File: src/logic/routing_pkg.sv
`default_nettype none

package routing_pkg;

	typedef logic [15:0] word_t; // ids, Q8.8 values, Q0.16 battery
	typedef logic [7:0] idx_t;
	typedef logic [23:0] count_t; // better neighbor count

	localparam idx_t NO_HOP = 8'd255; // nothing found
	localparam word_t WORST_VALUE = 16'hFFFE; // start of running minimum
	localparam int HCM_LENGTH = 11;

	// hop-cost weights in Q8.8, low battery costs more
	localparam word_t HCM_WEIGHT [0:HCM_LENGTH-1] = '{
		16'h0A00, 16'h0900, 16'h0800, 16'h0700, 16'h0600, 16'h0500,
		16'h0400, 16'h0300, 16'h0200, 16'h0180, 16'h0100
	};

	typedef struct packed {
		word_t neighbor_id;
		word_t cluster_id;
		word_t battery; // Q0.16
		word_t qvalue; // Q8.8
	} neighbor_t;

	typedef struct packed {
		word_t my_cluster;
		word_t my_best; // Q8.8
	} query_t;

	typedef struct packed {
		idx_t index;
		neighbor_t entry;
		query_t query;
		logic last; // final index of the scan
	} scan_t;

	typedef struct packed {
		idx_t index;
		logic better;
		word_t weighted; // Q8.8, saturated
		logic last;
	} score_t;

	typedef struct packed {
		idx_t index;
		logic hit;
		logic last;
	} sink_hit_t;

	typedef struct packed {
		idx_t best_hop;
		word_t best_value;
		word_t best_neighbor_id;
		idx_t next_sink;
		count_t better_count;
	} route_result_t;

	typedef enum logic [1:0] {
		st_idle,
		st_scan,
		st_hold
	} scan_state_t;

endpackage

`default_nettype wire

File: src/logic/sink_matcher.sv
`timescale 1ns/100ps
`default_nettype none

module sink_matcher #(
	parameter int NUM_SINKS = 16,
	parameter routing_pkg::word_t BATTERY_THRESHOLD = 16'd655
) (
	input wire clock,
	input wire nrst,
	input wire scan_valid,
	input wire routing_pkg::scan_t scan_data,
	input wire routing_pkg::word_t [NUM_SINKS-1:0] sink_list,
	output logic hit_valid,
	output routing_pkg::sink_hit_t hit_data
);

	logic live;
	logic match;
	logic h1_valid;
	routing_pkg::sink_hit_t h1_data;

	always_comb begin
		live = (scan_data.entry.cluster_id == scan_data.query.my_cluster) &&
			(scan_data.entry.battery >= BATTERY_THRESHOLD);
		match = 1'b0;
		for (int s = 0; s < NUM_SINKS; s++) begin
			if (scan_data.entry.neighbor_id == sink_list[s])
				match = 1'b1; // any sink will do
		end
	end

	always_ff @(posedge clock) begin
		if (!nrst) begin
			h1_valid <= 1'b0;
			hit_valid <= 1'b0;
		end else begin
			h1_valid <= scan_valid;
			hit_valid <= h1_valid; // extra stage to line up with scorer
		end
	end

	always_ff @(posedge clock) begin
		if (scan_valid) begin
			h1_data.index <= scan_data.index;
			h1_data.hit <= live && match;
			h1_data.last <= scan_data.last;
		end
		if (h1_valid)
			hit_data <= h1_data;
	end

endmodule

`default_nettype wire

File: config.mk
export PLATFORM = sky130hd
export DESIGN_NAME = sink_matcher
export DESIGN_NICKNAME = d
export VERILOG_FILES = /design/src/logic/routing_pkg.sv /design/src/logic/sink_matcher.sv
export SDC_FILE = /design/constraint.sdc
export NUM_CORES = 1
export LEC_CHECK = 0
export BUFFER_PORTS_ARGS = -buffer_cell sky130_fd_sc_hd__buf_2
export CORE_AREA = 5 5 144 146
export DETAILED_ROUTE_END_ITERATION = 7
export DIE_AREA = 0 0 149 151
export PLACE_DENSITY = 0.49
export SYNTH_ARGS = -nofsm -noshare
export SYNTH_HDL_FRONTEND = slang
export SYNTH_SLANG_ARGS = --single-unit
File: constraint.sdc
create_clock -name clock -period 1.8 [get_ports clock]
set_clock_uncertainty 0.2 [all_clocks]
set_input_delay 0.09 -clock clock [delete_from_list [all_inputs] [get_ports clock]]
set_output_delay 0.09 -clock clock [all_outputs]
set_load 0.05 [all_outputs]
==> metrics.txt <==
status=complete, no violations; final hold vios=0; Multi-input gate area=~3300 um2; Gate Count Post-Synth=roughly 430; core footprint=roughly 19000 um2; Layout fillers=~2000; Startpoint Class=input pin; global-route usage over all layers=roughly 16%; Period minus WS final=1750 ps; Buf/Inv on CP=3; Worst Path Required=between 1500 and 2000 ps; Synth Net Count=slightly below 800; Mapped Area=approximately 4000 um2; synthesized flop and latch total=22; DIE AREA=between 20000 and 25000 um2; sequential share of the synthesized area=16.0%; register area=roughly 640 um2; total CTS buffers=3; commonest non-fill, non-tap cells in the layout=buf_2, xor2_1, buf_4; most common cell after layout, fill and taps aside=buf_2; initial antenna violation count=1; worst skew pair latency=250 ps; static leakage=~3.4 nW; TritonCTS clock tree=done; I/O Pins=around 380; Crit. End Element=register; P&R area growth vs syn=74.5%; number of global-route vias before repair=5102; Worst Setup Path Type=in2reg; routed len/inst=around 18 um; syn avg cell area=around 9.4 um2; Slowest Stage Delay on Critical Path=about 370 ps; synth top area cells=xor2_1, edfxtp_1, nor4_1; Arr. time, crit path=around 1500 ps; unrepaired setup endpoints after global routing=false; routed vias=4559; gpl congestion=0.807; H-tree depth=1; Final ANT Viol Nets=0; Synth cell types=17; Worst-path clk slew=50 ps; Final Max Tran Viols=0; final wirelength=19200 um; clk root buf=clkbuf_16; CTS Buffer Depth=2; VDD IR max=0.000425 V; vias per cell=between 4 and 5; design area=6970 um2; iteration count of the initial detailed-routing pass=4; total gr overflow=0; FMAX=around 0.57 GHz; largest net degree at the start of global routing=17; clock sink count=22; Hold Crit Class=in2reg; Chip Height=roughly 150 um; CP delay by family, top=simple AND/OR/NAND/NOR gates; slew margin rel.=between 70% and 80%; first-pass GRT wire length=~27000 um; Max stage delay cell, worst path=nor4_4; Iter 0 DRT Violations=50; Util after Layout=36.2%; Initial Util=approximately a fifth; total of warnings raised by yosys=0; top cell type by total area after synthesis=xor2_1; placed cell area=around 6500 um2; fin crit share=approximately 100%; Nets=around 1200; IO Port Bufs=about 340; Final HPWL DP=17500 um; Slew @ Worst Pin=between 400 and 500 ps; Synth top area share=between 50% and 60%; share of layout cells above drive strength 1=between 50% and 60%; row cnt=51; MaxCap Viol Count=0; die span in x=approximately 150 um; Critical Path Fanout Max=5; power per cell area=361 nW/um2; # setup viols final=0; Remaining DRCs=0; critical-path cell list=buf_2 -> buf_4 -> xor2_1 -> nor4_2 -> buf_4 -> nand4_1 -> nand4_1 -> nor4_4 -> a311oi_2
-- logic make-up (layout without fill, tap and decap cells) --
kind of cell              count (synthesis)  after routing  synth area share, %
DFF                                      22             22                 16.0
other                                     0              1                    0
buffers and inverters                    32            438                 8.68
AOI/OAI and AO/OA                         3              3                0.532
and+or+nand+nor                          96             96                 14.9
xor gates and xnor gates                272            272                 59.8
-- worst paths after layout --
path / start / end / slack (ps) / cells after the start
max reg2reg: h1_valid / hit_data[4] / 660 / 0
max: scan_data[83] / h1_data[1] / 50 / 9
min reg2reg: h1_data[4] / hit_data[4] / 220 / 0
min: scan_valid / h1_data[5] / 20 / 1
-- per-layer routing --
layer	vias to the layer above	part of all wire (%)	GRT usage, %	wire, um
met5	-	0	0	0
li1	2264	-	-	-
met1	2064	34	16.3	6490
met4	0	0.82	1.83	157
met3	10	7.6	2.84	1460
met2	221	58	33.9	11100
-- metrics by stage --
stage	hold WS, ps	TNS [ps]	setup slack, ps	std cells	power, mW
after floorplan	-11.1	0	183	425	1.29
after global placement	67.3	-438	-438	1085	1.98
after global routing	27.5	0	0.941	1097	2.69
final	18.4	0	46.6	1097	2.52
after CTS	21.4	0	1.00	1096	2.53
after detailed placement	69.3	-485	-485	1085	1.99
-- cell type report --
type,instances,area share [%]
diodes,1,0.0359
well taps,265,4.76
repair buffers,434,37.6
multi-input cells,371,47.3
clock buffers,3,1.08
flip-flops and latches,22,9.19
clock inverters,1,0.0538
-- cell usage after synthesis, drive strengths merged --
library cell / number
dfxtp: 2
xor2: 272
and2: 2
nor2: 1
nand4: 22
buf: 32
nor4: 70
nor3: 1
a311oi: 1
edfxtp: 20
a21boi: 1
o21ai: 1
-- where the power goes --
part / leakage, nW / internal (mW) / switching [mW]
combinational: 3.15 / 0.739 / 0.723
clock: 0.0385 / 0.295 / 0.152
sequential: 0.208 / 0.599 / 0.0118
total: 3.40 / 1.63 / 0.887
-- flip-flops by register name, indices dropped and copies added, names as in the netlist --
| signal | cells |
|---|---|
| hit_data | 10 |
| h1_data | 10 |
| h1_valid | 1 |
| hit_valid | 1 |
-- what timing repair did --
item | in CTS | in global routing
setup endpoints to repair | 1 | 1
gates resized for setup | 49 | 22
hold endpoints to repair | 11 | 0
pin swaps | 11 | 7
hold buffers | 10 | 0
buffers inserted | 0 | 0
Power figures use the tool's default switching activity.
