File: src/logic/routing_pkg.sv
`default_nettype none

package routing_pkg;

	typedef logic [15:0] word_t; // ids, Q8.8 values, Q0.16 battery
	typedef logic [7:0] idx_t;
	typedef logic [23:0] count_t; // better neighbor count

	localparam idx_t NO_HOP = 8'd255; // nothing found
	localparam word_t WORST_VALUE = 16'hFFFE; // start of running minimum
	localparam int HCM_LENGTH = 11;

	// hop-cost weights in Q8.8, low battery costs more
	localparam word_t HCM_WEIGHT [0:HCM_LENGTH-1] = '{
		16'h0A00, 16'h0900, 16'h0800, 16'h0700, 16'h0600, 16'h0500,
		16'h0400, 16'h0300, 16'h0200, 16'h0180, 16'h0100
	};

	typedef struct packed {
		word_t neighbor_id;
		word_t cluster_id;
		word_t battery; // Q0.16
		word_t qvalue; // Q8.8
	} neighbor_t;

	typedef struct packed {
		word_t my_cluster;
		word_t my_best; // Q8.8
	} query_t;

	typedef struct packed {
		idx_t index;
		neighbor_t entry;
		query_t query;
		logic last; // final index of the scan
	} scan_t;

	typedef struct packed {
		idx_t index;
		logic better;
		word_t weighted; // Q8.8, saturated
		logic last;
	} score_t;

	typedef struct packed {
		idx_t index;
		logic hit;
		logic last;
	} sink_hit_t;

	typedef struct packed {
		idx_t best_hop;
		word_t best_value;
		word_t best_neighbor_id;
		idx_t next_sink;
		count_t better_count;
	} route_result_t;

	typedef enum logic [1:0] {
		st_idle,
		st_scan,
		st_hold
	} scan_state_t;

endpackage

`default_nettype wire

File: src/logic/qvalue_scorer.sv
`timescale 1ns/100ps
`default_nettype none

module qvalue_scorer #(
	parameter routing_pkg::word_t BATTERY_THRESHOLD = 16'd655
) (
	input wire clock,
	input wire nrst,
	input wire scan_valid,
	input wire routing_pkg::scan_t scan_data,
	output logic score_valid,
	output routing_pkg::score_t score_data
);

	logic live;
	logic better;
	logic [19:0] battery_x10;
	logic [3:0] level;
	logic s1_valid;
	logic s1_better;
	logic s1_last;
	routing_pkg::idx_t s1_index;
	routing_pkg::word_t s1_qvalue;
	logic [3:0] s1_level;
	logic [31:0] product;
	routing_pkg::word_t weighted;

	always_comb begin
		live = (scan_data.entry.cluster_id == scan_data.query.my_cluster) &&
			(scan_data.entry.battery >= BATTERY_THRESHOLD);
		better = live && (scan_data.entry.qvalue <= scan_data.query.my_best);
		battery_x10 = 20'(scan_data.entry.battery) * 20'd10;
		// ceiling of 10 * battery, reaches 10 at battery ffff
		level = battery_x10[19:16] + 4'(|battery_x10[15:0]);
	end

	always_ff @(posedge clock) begin
		if (!nrst)
			s1_valid <= 1'b0;
		else
			s1_valid <= scan_valid;
	end

	always_ff @(posedge clock) begin
		if (scan_valid) begin
			s1_index <= scan_data.index;
			s1_better <= better;
			s1_last <= scan_data.last;
			s1_qvalue <= scan_data.entry.qvalue;
			s1_level <= level;
		end
	end

	always_comb begin
		product = 32'(s1_qvalue) * 32'(routing_pkg::HCM_WEIGHT[s1_level]); // Q16.16
		weighted = (|product[31:24]) ? 16'hFFFF : product[23:8]; // back to Q8.8
	end

	always_ff @(posedge clock) begin
		if (!nrst)
			score_valid <= 1'b0;
		else
			score_valid <= s1_valid;
	end

	always_ff @(posedge clock) begin
		if (s1_valid) begin
			score_data.index <= s1_index;
			score_data.better <= s1_better;
			score_data.weighted <= weighted;
			score_data.last <= s1_last;
		end
	end

	a_level_in_table: assert property (@(posedge clock) disable iff (!nrst)
		s1_valid |-> int'(s1_level) < routing_pkg::HCM_LENGTH);

endmodule

`default_nettype wire

File: config.mk
export PLATFORM = sky130hd
export DESIGN_NAME = qvalue_scorer
export DESIGN_NICKNAME = d
export VERILOG_FILES = /design/src/logic/routing_pkg.sv /design/src/logic/qvalue_scorer.sv
export SDC_FILE = /design/constraint.sdc
export NUM_CORES = 1
export LEC_CHECK = 0
export BUFFER_PORTS_ARGS = -buffer_cell sky130_fd_sc_hd__buf_2
export CORE_UTILIZATION = 45
export CTS_BUF_LIST = sky130_fd_sc_hd__clkbuf_8
export DETAILED_ROUTE_END_ITERATION = 6
export PLACE_DENSITY = 0.68
export SYNTH_ARGS = -nofsm -noshare
export SYNTH_HDL_FRONTEND = slang
export SYNTH_SLANG_ARGS = --single-unit
File: constraint.sdc
create_clock -name clock -period 7.6 [get_ports clock]
set_clock_uncertainty 0.15 [all_clocks]
set_input_delay 0 -clock clock [delete_from_list [all_inputs] [get_ports clock]]
set_output_delay 0 -clock clock [all_outputs]
set_load 0.01 [all_outputs]
==> flow_metrics.py <==
metrics = {
    "grt": {
        "grt-ovfl-total": 0,
        "grtUsageTotal": 0.177,
        "grt_max_degree": 32,
        "grt_pass1_vias": 4876,
        "grt_pass1_wl_um": 21200,
        "grt_antenna_before_repair": 0,
    },
    "placed_design": {
        "pre_cts_ws_ps": 587,
        "post-place-cells": 963,
        "dp_hpwl_um": 10600,
        "gp_congestion": 0.831,
        "port_buffers": 118,
    },
    "die": {
        "floorplan.die.height_um": 124,
        "core_area_um2": 14500,
        "start_util": 0.460,
        "fp-row-count": 44,
        "die_w_um": 124,
        "die_area_um2": 15400,
        "ios": 135,
    },
    "synth": {
        "synth_warnings": 0,
        "syn-instance-count": 666,
        "synth_fp_nets": 959,
        "synth-edff-count": 56,
        "ys_seq_area_frac": 0.257,
        "synth_area_per_cell_um2": 10.0,
        "synth_seq_cells": 58,
        "ys.flop_type": "edfxtp_1",
        "syn-cell-area_um2": 6690,
        "yosysUniqueCellTypes": 51,
        "ys_async_sr_fraction": 0,
    },
    "critical_path": {
        "startpoint": "s1_level[0]",
        "crit_arrival_ps": 6950,
        "path_class": "reg -> reg",
        "reg2reg_from": "s1_level[0]",
        "r2r_slack_ps": 600,
        "worstRegToRegCells": 23,
        "endpoint_kind": "register",
        "start_kind": "register",
        "crit_required_ps": 7550,
        "cp_max_fo": 16,
        "worst_r2r_endpoint": "score_data[7]",
        "critPathCapture": "score_data[7]",
    },
    "clock_tree": {
        "cts_tree": "built",
        "clock_latency_ps": 340,
        "clkTransAtPathRegs_ps": 70,
        "htreeDepth": 3,
        "cts_setup_buffers": 0,
        "root_buffer": "clkbuf_8",
        "cts.sinks": 58,
        "clock_path_buffers": 2,
        "numCtsBuffers": 9,
    },
    "timing": {
        "drv_slew": 0,
        "setup_ws_ps": 597,
        "rsz0062_at_grt": "no",
        "setup_viol": 0,
        "worstMarginPinSlew_ps": 1190,
        "fin_crit_sh": 0.921,
        "hold_viol_final": 0,
        "hold_ws_ps": 35.4,
        "tns_ps": 0,
        "slew_headroom": 0.208,
        "max_freq_mhz": 143,
        "period_minus_slack_ps": 7000,
    },
    "job": {
        "drv_cap": 0,
    },
    "detailed_routing": {
        "drcViolationCount": 0,
        "wl_met3_um": 428,
        "route.antenna.remaining_nets": 0,
        "drtIter0Drc": 158,
        "drt-met1-wl_um": 5960,
        "wl_per_cell_um": 12.7,
        "vias": 5039,
        "drtPass1Iterations": 4,
        "top_layer_used": "met4",
        "via_per_inst": 5.01,
        "dr_wl_met2_um": 6290,
        "wirelength_um": 12800,
    },
    "cells_and_area": {
        "num-nets-final": 1110,
        "instances_no_fill": 1006,
        "antenna_cells": 0,
        "drive_gt1_frac": 0.176,
        "fillers": 1337,
        "area_growth_pct": 19.9,
    },
    "pwr": {
        "ir_drop_mv": 0.181,
        "power_density_nw_per_um2": 317,
        "p_leak_nw": 4.19,
    },
    "run_status": {
        "outcome": "finished clean",
    },
    "min_path": {
        "hold_class": "in -> reg",
    },
}
==> power breakdown <==
part           switching [mW]  internal (mW)
registers              0.0252          0.479
logic                   0.943          0.737
clock network           0.141          0.221
==> kinds of logic (layout without fill, tap and decap cells) <==
kind of cell             Yosys count  in the layout  share of synthesized area
AO/OA/AOI/OAI                     86             86                     0.0873
flip-flops                        58             58                      0.257
multiplexers                       3              3                    0.00449
buffers and inverters            122            278                     0.0695
XOR/XNOR                          35             35                     0.0458
AND/OR/NAND/NOR                  177            177                      0.138
adder cells (fa/ha/maj)          185            185                      0.397
==> worst max-delay path: stages, from the launching register on <==
cell,delay [ps]
edfxtp_1,430
inv_1,90
ha_1,200
a21oi_1,920
nand2_1,190
fa_1,550
inv_1,50
fa_1,450
ha_1,290
inv_1,50
fa_1,520
inv_1,40
ha_1,290
ha_1,300
ha_1,230
fa_1,410
a21o_1,200
a21oi_1,260
o21ai_1,160
a311oi_1,220
mux2i_1,160
nor4_4,280
buf_4,250
nand2b_1,80
==> routing by layer <==
metal,track usage,up-vias
met5,0,-
met4,0.0461,0
met3,0.0311,10
met2,0.307,106
met1,0.227,2359
li1,-,2564
==> layout make-up <==
cell class              count  area [um^2]  share of cell area
flip-flops and latches     58         1720               0.215
repair buffers            150          898               0.112
inverters                 112          420              0.0524
multi-input cells         486         4510               0.561
clock inverters             7          125              0.0156
well taps                 184          230              0.0287
clock buffers               9          124              0.0154
==> flip-flops by register name, summed over array words and instances, names as in the netlist <==
register,flops
s1_qvalue,16
s1_better,1
s1_level,4
s1_last,1
s1_valid,1
score_data,26
score_valid,1
s1_index,8
==> timing repair <==
item | CTS | global route
setup endpoints to repair | 0 | 0
hold endpoints to repair | 29 | 0
hold buffers | 27 | 0
gates resized for setup | 0 | 0
==> synth_stat cells, types with 6 or more instances <==
cell type,count,area share
a21o_1,15,0.017
a21oi_1,23,0.017
and2_1,42,0.039
clkbuf_1,9,0.0050
edfxtp_1,56,0.25
fa_1,46,0.14
ha_1,139,0.26
inv_1,112,0.063
nand2_1,64,0.036
nand2b_1,13,0.012
nand3_1,7,0.0052
nand4_1,6,0.0056
nor2_1,14,0.0079
nor3_1,7,0.0052
nor4_1,8,0.0075
o21ai_0,16,0.012
xnor2_1,12,0.016
xor2_1,23,0.030
==> worst min-delay path by stage <==
| stage | slack, ps | cells after the start | endpoint | start |
|---|---|---|---|---|
| 2_1_floorplan | -50 | 0 | s1_index[0] | scan_data[97] |
| 3_3_place_gp | 30 | 1 | s1_index[7] | scan_data[104] |
| 3_5_place_dp | 30 | 1 | s1_last | scan_data[0] |
| 4_1_cts | 0.5 | 3 | s1_better | scan_data[58] |
| 5_1_grt | 20 | 3 | s1_better | scan_data[58] |
| 6_report | 40 | 3 | s1_better | scan_data[58] |
==> cell usage in the layout (no fill, tap or decap), types with 3 or more instances in the layout <==
cell type / count
and3_1: 5
nand2b_1: 13
nand2_1: 64
o21a_1: 5
nand3_1: 7
o211ai_1: 4
a211oi_1: 3
dlygate4sd3_1: 27
fa_1: 46
buf_4: 5
clkinv_4: 3
xor2_1: 23
bufinv_16: 3
xnor2_1: 12
nor3_1: 7
buf_2: 118
and2_1: 42
mux2i_1: 3
edfxtp_1: 56
a21oi_1: 23
nor4_1: 8
o21ai_0: 16
a21o_1: 15
ha_1: 139
clkbuf_8: 9
nand4_1: 6
inv_1: 112
nor2_1: 14
==> metrics by stage <==
step,total power [mW],cell area [um^2],util
floorplan,1.81,6690,-
global placement,2.15,7510,0.516
detailed placement,2.18,7510,0.516
CTS,2.59,8030,0.552
global route,2.88,8030,0.552
finish,2.55,8030,0.552
(Power assumes the default switching activity.)
