### src/logic/routing_pkg.sv
`default_nettype none

package routing_pkg;

	typedef logic [15:0] word_t; // ids, Q8.8 values, Q0.16 battery
	typedef logic [7:0] idx_t;
	typedef logic [23:0] count_t; // better neighbor count

	localparam idx_t NO_HOP = 8'd255; // nothing found
	localparam word_t WORST_VALUE = 16'hFFFE; // start of running minimum
	localparam int HCM_LENGTH = 11;

	// hop-cost weights in Q8.8, low battery costs more
	localparam word_t HCM_WEIGHT [0:HCM_LENGTH-1] = '{
		16'h0A00, 16'h0900, 16'h0800, 16'h0700, 16'h0600, 16'h0500,
		16'h0400, 16'h0300, 16'h0200, 16'h0180, 16'h0100
	};

	typedef struct packed {
		word_t neighbor_id;
		word_t cluster_id;
		word_t battery; // Q0.16
		word_t qvalue; // Q8.8
	} neighbor_t;

	typedef struct packed {
		word_t my_cluster;
		word_t my_best; // Q8.8
	} query_t;

	typedef struct packed {
		idx_t index;
		neighbor_t entry;
		query_t query;
		logic last; // final index of the scan
	} scan_t;

	typedef struct packed {
		idx_t index;
		logic better;
		word_t weighted; // Q8.8, saturated
		logic last;
	} score_t;

	typedef struct packed {
		idx_t index;
		logic hit;
		logic last;
	} sink_hit_t;

	typedef struct packed {
		idx_t best_hop;
		word_t best_value;
		word_t best_neighbor_id;
		idx_t next_sink;
		count_t better_count;
	} route_result_t;

	typedef enum logic [1:0] {
		st_idle,
		st_scan,
		st_hold
	} scan_state_t;

endpackage

`default_nettype wire

### src/logic/hop_selector.sv
`timescale 1ns/100ps
`default_nettype none

module hop_selector (
	input wire clock,
	input wire nrst,
	input wire score_valid,
	input wire routing_pkg::score_t score_data,
	input wire hit_valid,
	input wire routing_pkg::sink_hit_t hit_data,
	input wire routing_pkg::neighbor_t best_entry,
	input wire result_ready,
	output routing_pkg::idx_t best_index,
	output logic result_valid,
	output routing_pkg::route_result_t result_data,
	output logic result_taken
);

	routing_pkg::word_t best_val;
	routing_pkg::idx_t best_idx;
	routing_pkg::idx_t sink_idx;
	routing_pkg::count_t count;
	logic first;
	logic take;
	routing_pkg::word_t base_val;
	routing_pkg::idx_t base_idx;
	routing_pkg::idx_t base_sink;
	routing_pkg::count_t base_cnt;
	routing_pkg::word_t next_val;
	routing_pkg::idx_t next_idx;
	routing_pkg::idx_t next_sink;
	routing_pkg::count_t next_cnt;

	always_comb begin
		first = (score_data.index == '0); // new scan starts over
		base_val = first ? routing_pkg::WORST_VALUE : best_val;
		base_idx = first ? routing_pkg::NO_HOP : best_idx;
		base_sink = first ? routing_pkg::NO_HOP : sink_idx;
		base_cnt = first ? '0 : count;
		take = score_data.better && (score_data.weighted < base_val); // strict, lowest index wins
		next_val = take ? score_data.weighted : base_val;
		next_idx = take ? score_data.index : base_idx;
		next_cnt = base_cnt + routing_pkg::count_t'(score_data.better);
		next_sink = hit_data.hit ? hit_data.index : base_sink; // ascending scan keeps highest
	end

	assign best_index = next_idx; // table looks up the id
	assign result_taken = result_valid && result_ready;

	always_ff @(posedge clock) begin
		if (!nrst) begin
			best_val <= routing_pkg::WORST_VALUE;
			best_idx <= routing_pkg::NO_HOP;
			sink_idx <= routing_pkg::NO_HOP;
			count <= '0;
			result_valid <= 1'b0;
		end else begin
			if (score_valid) begin
				best_val <= next_val;
				best_idx <= next_idx;
				sink_idx <= next_sink;
				count <= next_cnt;
			end
			if (score_valid && score_data.last)
				result_valid <= 1'b1;
			else if (result_taken)
				result_valid <= 1'b0;
		end
	end

	always_ff @(posedge clock) begin
		if (score_valid && score_data.last) begin
			result_data.best_hop <= next_idx;
			result_data.best_value <= next_val;
			result_data.best_neighbor_id <= (next_idx == routing_pkg::NO_HOP) ?
				'0 : best_entry.neighbor_id;
			result_data.next_sink <= next_sink;
			result_data.better_count <= next_cnt;
		end
	end

	a_judges_aligned: assert property (@(posedge clock) disable iff (!nrst)
		(score_valid == hit_valid) && (!score_valid ||
		(hit_data.index == score_data.index && hit_data.last == score_data.last)));

	a_result_held: assert property (@(posedge clock) disable iff (!nrst)
		result_valid && !result_ready |=> result_valid && $stable(result_data));

endmodule

`default_nettype wire

### config.mk
export PLATFORM = sky130hd
export DESIGN_NAME = hop_selector
export DESIGN_NICKNAME = d
export VERILOG_FILES = /design/src/logic/routing_pkg.sv /design/src/logic/hop_selector.sv
export SDC_FILE = /design/constraint.sdc
export NUM_CORES = 1
export LEC_CHECK = 0
export BUFFER_PORTS_ARGS = -buffer_cell sky130_fd_sc_hd__buf_4
export CORE_ASPECT_RATIO = 0.9
export CORE_MARGIN = 10
export CORE_UTILIZATION = 55
export CTS_CLUSTER_DIAMETER = 120
export DETAILED_ROUTE_END_ITERATION = 8
export PLACE_DENSITY = 0.86
export SYNTH_ARGS = -nofsm -noshare
export SYNTH_HDL_FRONTEND = slang
export SYNTH_SLANG_ARGS = --single-unit
### constraint.sdc
create_clock -name clock -period 11.2 [get_ports clock]
set_clock_uncertainty 0.05 [all_clocks]
set_input_delay 1.68 -clock clock [delete_from_list [all_inputs] [get_ports clock]]
set_output_delay 1.68 -clock clock [all_outputs]
set_load 0.01 [all_outputs]
==> results.yml, run 1 <==
global_route:
  grt_first_pass_wirelength_um: 25100
  grt_pass1_vias: 5105
  track_usage_pct: 19.2
  grt_start_max_net_pins: 86
  antenna_found_initial: 0
  grt_overflow: 0
run_status:
  outcome: "finished, final reports clean"
place:
  io_buffers: 136
  dp.final_hpwl_um: 10300
  place_congestion: 0.828
  post_dp_cell_area_mm2: 0.00727
pwr:
  internal_power_mw: 0.963
  combPwrFrac_pct: 11.7
  ir_worst_vdd_mv: 0.126
  clkPwrFrac_pct: 45.2
  p_leak_nw: 3.18
  p_switching_mw: 0.284
  p_seq_share_pct: 43.1
  swShare_pct: 22.8
  p_per_area_mw_per_mm2: 159
yosys:
  synth-edff-count: 72
  synth_top_area_share_pct: 35.0
  synth_cell_types: 52
  synthSimpleGateAreaFrac_pct: 19.3
  syn_area_per_cell_um2: 10.1
  synth_seq_cells: 129
  async_reset_ff_share_pct: 0
  post-synth-top-area-cell: "edfxtp_1"
  synthTopCellsByCount: "nor2_1 (113), edfxtp_1 (72), dfxtp_1 (57), nand2_1 (42), a21oi_1 (37)"
  synth_top_family_by_area: "simple AND/OR/NAND/NOR gates"
  synth-xor-area-share_pct: 2.98
  yosysWarningCount: 0
  syn_nets: 733
  synth_compound_gate_area_share_pct: 11.3
  synth_mux_area_share_pct: 6.52
  ys_seq_area_share_pct: 53.5
  synth_most_common_cell: "nor2_1"
  synth_area_mm2: 0.00618
  netlist_instances: 611
  synth-main-ff-cell: "edfxtp_1"
  synthAdderAreaFrac_pct: 3.44
  synth_area_leaders: "edfxtp_1 (35%), dfxtp_1 (18%), nor2_1 (6.9%)"
cells_and_area:
  drive_gt1_share_pct: 24.0
  design_area_mm2: 0.00787
  area_growth_syn_to_layout_pct: 27.4
  nets: 860
  num-fill-cells: 802
  diodes: 0
die:
  num_rows: 36
  fp.dieW_um: 132
  die_y_um: 121
  die-area_mm2: 0.0159
  core-area_mm2: 0.0109
  io_pins: 187
  start_util_pct: 56.7
drt:
  finalWirelength_um: 15300
  drtIter0Drc: 423
  drc: 0
  first_pass_iters: 5
  antenna_left: 0
  num_vias: 5007
  avgRoutedWirePerCell_um: 16.9
  viasPerCell: 5.54
worst_setup_path:
  crit_path_end: "best_index[0]"
  setup.worst_path.start: "score_data[25]"
  cp-start-kind: "input port"
  cp.required_ns: 9.47
  cp.arrival_ns: 5.70
  rr_worst_depth: 9
  regToRegStartpoint: "best_val[6]"
  path_max_fanout: 57
  endpoint_kind: "output port"
  rr_endpoint: "result_data[43]"
  regToRegSetupSlack_ns: 8.14
  crit_type: "input port to output port"
clock_network:
  post_cts_resized: 0
  worstSkewPairLatency_ns: 0.42
  cts_made_buffers: 17
  cts_tree: "done"
  clkSinkCount: 129
  clockRootBuffer: "clkbuf_16"
  cts_setup_buffers: 0
  cts_buffer_depth: 2
  htree_levels: 4
  clkTransAtPathRegs_ns: 0.05
  cts_hold_buf: 0
timing:
  slew-limit-headroom_pct: 33.7
  max_freq_mhz: 135
  fin_crit_sh_pct: 66.3
  rsz0062_at_grt: "false"
  setup_tns_ns: 0
  min_period_ns: 7.43
  hold_violations: 0
  slew_violations: 0
  finalSetupViolCount: 0
  worst_pin_slew_ns: 0.995
job:
  drv_cap: 0
worst_hold_path:
  holdCritPathClass: "flop to flop"
## power groups by stage
| stage | registers [mW] | clock network, mW | logic [mW] |
|---|---|---|---|
| 3_5_place_dp | 0.547 | 0 | 0.146 |
| 4_1_cts | 0.538 | 0.570 | 0.147 |
| 5_1_grt | 0.540 | 0.586 | 0.161 |
| 3_3_place_gp | 0.546 | 0 | 0.141 |
| 6_report | 0.538 | 0.564 | 0.146 |
| 2_1_floorplan | 0.554 | 0 | 0.0774 |
## area by class of cell
cell class	instances	area, µm²	share of cell area [%]
clock buffer	19	433	5.50
clock inverter	13	168	2.13
inverter	7	26.3	0.334
multi-input combinational	443	2700	34.3
sequential	129	3300	42.0
tap	152	190	2.42
timing repair buffer	140	1050	13.4
## metal layers
layer,wire length [µm],GRT usage (%),vias up
li1,-,-,2429
met4,239,7.78,0
met5,0,0,-
met3,1110,6.25,22
met2,7630,33.4,187
met1,6280,21.6,2369
## flip-flops by register name (all words and copies together) (netlist names)
signal	flops
result_valid	1
count	24
sink_idx	8
best_idx	8
result_data	72
best_val	16
## placed cells by master, fill, tap and decap left out, drive strengths merged, types with 14 or more instances in the layout
cell type,count
a21oi,37
mux2i,14
mux2,23
o21ai,47
and2,22
edfxtp,72
nor2b,24
dfxtp,57
ha,17
nand2,42
buf,140
nor2,113
clkbuf,19
## worst max-delay path: stages
cell,delay (ns)
buf_4,0.12
nor4_1,0.77
and2_2,0.28
buf_4,0.50
nor2_1,0.18
ha_1,0.36
o2111ai_1,0.12
a211oi_1,0.45
a2111o_1,0.22
buf_4,0.43
nor2_1,0.07
a21oi_1,0.27
buf_4,0.19
## worst min-delay path by stage
stage | startpoint | end | cells after the start
after CTS | sink_idx[7] | sink_idx[7] | 2
after global routing | sink_idx[6] | sink_idx[6] | 2
after floorplan | sink_idx[1] | sink_idx[1] | 2
after global placement | sink_idx[6] | sink_idx[6] | 2
after detailed placement | sink_idx[7] | sink_idx[7] | 2
final | sink_idx[7] | sink_idx[7] | 2
## kinds of logic after synthesis
| logic type | count (synthesis) |
|---|---|
| adders and majority gates | 17 |
| and+or+nand+nor | 253 |
| buffers and inverters | 39 |
| AOI/OAI and AO/OA | 115 |
| DFF | 129 |
| xor gates and xnor gates | 21 |
| muxes | 37 |
## stage by stage
step	hold slack (ns)	std cells	power [mW]	worst slack, ns	util [%]
detailed placement	0.414	871	0.693	3.77	66.7
floorplan	0.392	611	0.631	4.94	-
finish	0.429	903	1.25	3.77	72.2
global route	0.450	903	1.29	3.47	72.2
global placement	0.403	871	0.687	3.87	66.7
CTS	0.428	903	1.26	3.77	72.2
Power figures use the tool's default switching activity.
==> run 2, diff against run 1 <==
--- a/config.mk
+++ b/config.mk
@@ -8,10 +8,10 @@
 export BUFFER_PORTS_ARGS = -buffer_cell sky130_fd_sc_hd__buf_4
 export CORE_ASPECT_RATIO = 0.9
 export CORE_MARGIN = 10
-export CORE_UTILIZATION = 55
+export CORE_UTILIZATION = 47
 export CTS_CLUSTER_DIAMETER = 120
 export DETAILED_ROUTE_END_ITERATION = 8
-export PLACE_DENSITY = 0.86
+export PLACE_DENSITY = 0.78
 export SYNTH_ARGS = -nofsm -noshare
 export SYNTH_HDL_FRONTEND = slang
 export SYNTH_SLANG_ARGS = --single-unit
==> constraint.sdc (replaced) <==
create_clock -name clock -period 6.61 [get_ports clock]
set_clock_uncertainty 0.05 [all_clocks]
set_input_delay 0.9915 -clock clock [delete_from_list [all_inputs] [get_ports clock]]
set_output_delay 0.9915 -clock clock [all_outputs]
set_load 0.01 [all_outputs]
==> run 2 against run 1 <==
  * Design area barely moved
  * Clock power rose by 61%
  * Combinational power rose by 71%
  * Flip-flop and latch count did not move
  * Global-route usage fell by 2.2 points
  * Cell count rose by 1.6%
  * Core utilization fell by 11 points
  * Setup slack got worse by 2.8 ns
  * Sequential share of layout area barely moved
  * Largest power group is now registers
  * Sequential power rose by 69%
  * Count of clock-buffer cells in the layout did not move
  * Wire length rose by 2.3%
==> results.yml, run 2 (synthesis gave the netlist of run 1 again) <==
run_status:
  outcome: "finished, final reports clean"
global_route:
  grt_start_max_net_pins: 74
  antenna_found_initial: 0
  track_usage_pct: 17.1
  grt_pass1_vias: 5083
  grt_overflow: 0
  grt_first_pass_wirelength_um: 25200
clock_network:
  worstSkewPairLatency_ns: 0.42
  clkTransAtPathRegs_ns: 0.05
  cts_made_buffers: 17
  clockRootBuffer: "clkbuf_16"
  cts_hold_buf: 0
  post_cts_resized: 0
  cts_buffer_depth: 2
  htree_levels: 4
  cts_tree: "done"
  clkSinkCount: 129
  cts_setup_buffers: 0
pwr:
  finalPower_mw: 2.07
  ir_worst_vdd_mv: 0.289
  p_leak_nw: 3.17
  p_per_area_mw_per_mm2: 263
die:
  die-area_mm2: 0.0181
  core-area_mm2: 0.0128
  io_pins: 187
  fp.dieW_um: 141
  num_rows: 39
  die_y_um: 129
  start_util_pct: 48.3
job:
  drv_cap: 0
drt:
  viasPerCell: 5.50
  num_vias: 5046
  drtIter0Drc: 333
  drc: 0
  avgRoutedWirePerCell_um: 17.0
  first_pass_iters: 4
  antenna_left: 0
  finalWirelength_um: 15600
worst_setup_path:
  path_max_fanout: 28
  critical_path.max_stage_delay_ns: 0.73
  cp-start-kind: "input port"
  cp_slowest_cell: "a2111o_1"
  endpoint_kind: "output port"
  cp.arrival_ns: 4.63
  crit_type: "input port to output port"
  path_common_cell: "buf_4"
  path_cells: "buf_4, nor4_1, buf_4, and2_2, nor2_1, ha_1, a21o_1, a21oi_1, a211oi_1, a2111o_1, nor2_1, a21oi_1, buf_4"
  cp.required_ns: 5.57
place:
  place_congestion: 0.841
  dp.final_hpwl_um: 10800
  io_buffers: 136
timing:
  worst_pin_slew_ns: 0.978
  rsz0062_at_grt: "false"
  hold_violations: 0
  setup_tns_ns: 0
  whs_ns: 0.426
  fin_crit_sh_pct: 85.8
  slew-limit-headroom_pct: 34.8
  max_freq_mhz: 176
  finalSetupViolCount: 0
  slew_violations: 0
  min_period_ns: 5.67
cells_and_area:
  nets: 862
  final_common_cell: "buf_4"
  top_regs: "result_data x72, count x24, best_val x16"
  num-fill-cells: 1029
  largest_reg_flops: 72
  layout_common_cells: "buf_4 (142), nor2_1 (113), edfxtp_1 (72), dfxtp_1 (57), nand2_1 (42)"
  final_util_pct: 61.5
  diodes: 0
  area_growth_syn_to_layout_pct: 27.4
  drive_gt1_share_pct: 24.4
  largest_register: "result_data"
worst_hold_path:
  holdCritPathClass: "flop to flop"
==> run 2: cell types whose count changed in the layout (fill, tap and decap cells not counted) <==
cell | before | now
clkinv_1 | 3 | 1
bufinv_16 | 4 | 2
clkinv_4 | 1 | 5
clkinv_2 | 4 | 2
clkinvlp_4 | 1 | 3
buf_4 | 140 | 142
==> run 2: area by class of cell <==
| type | instances | area (µm²) | area share, % |
|---|---|---|---|
| well taps | 164 | 205 | 2.61 |
| flip-flops and latches | 129 | 3300 | 42.0 |
| clock inverters | 13 | 140 | 1.78 |
| clock buffers | 19 | 433 | 5.50 |
| inverters | 7 | 26.3 | 0.334 |
| repair buffers | 142 | 1070 | 13.5 |
| multi-input cells | 443 | 2700 | 34.3 |
==> run 2: path summary, 6_finish.rpt <==
| kind | from | to | slack (ns) | depth (start not counted) |
|---|---|---|---|---|
| setup reg to reg | best_val[6] | result_data[33] | 3.33 | 8 |
| setup / recovery | score_data[25] | best_index[0] | 0.94 | 13 |
| hold reg to reg | sink_idx[1] | sink_idx[1] | 0.43 | 2 |
| hold / removal | sink_idx[1] | sink_idx[1] | 0.43 | 2 |
==> run 2: worst max-delay path: cells and delay by family <==
family / cells / cell delay, ns
adders and majority gates: 1 / 0.36
buffers and inverters: 3 / 0.50
and+or+nand+nor: 4 / 1.08
AOI/OAI and AO/OA: 5 / 1.66
==> run 2: layer usage <==
layer / part of all wire, % / up-vias / GRT usage, %
met3: 7.3 / 35 / 5.66
met1: 41 / 2400 / 19.1
met4: 2.8 / 0 / 8.56
met2: 49 / 193 / 28.8
li1: - / 2418 / -
met5: 0 / - / 0
==> run 2: metrics by stage <==
step | setup slack [ns] | area (µm²) | std cells
2_1_floorplan | 1.72 | 6180 | 611
3_3_place_gp | 1.05 | 7300 | 885
3_5_place_dp | 1.03 | 7300 | 885
4_1_cts | 0.926 | 7870 | 917
5_1_grt | 0.552 | 7870 | 917
6_report | 0.941 | 7870 | 917
==> run 2: report_power, final <==
group / total [mW] / internal (mW) / leakage (nW) / switching (mW)
clock: 0.906 / 0.554 / 0.271 / 0.353
combinational: 0.249 / 0.114 / 1.79 / 0.135
sequential: 0.911 / 0.895 / 1.11 / 0.0156
total: 2.07 / 1.56 / 3.17 / 0.503
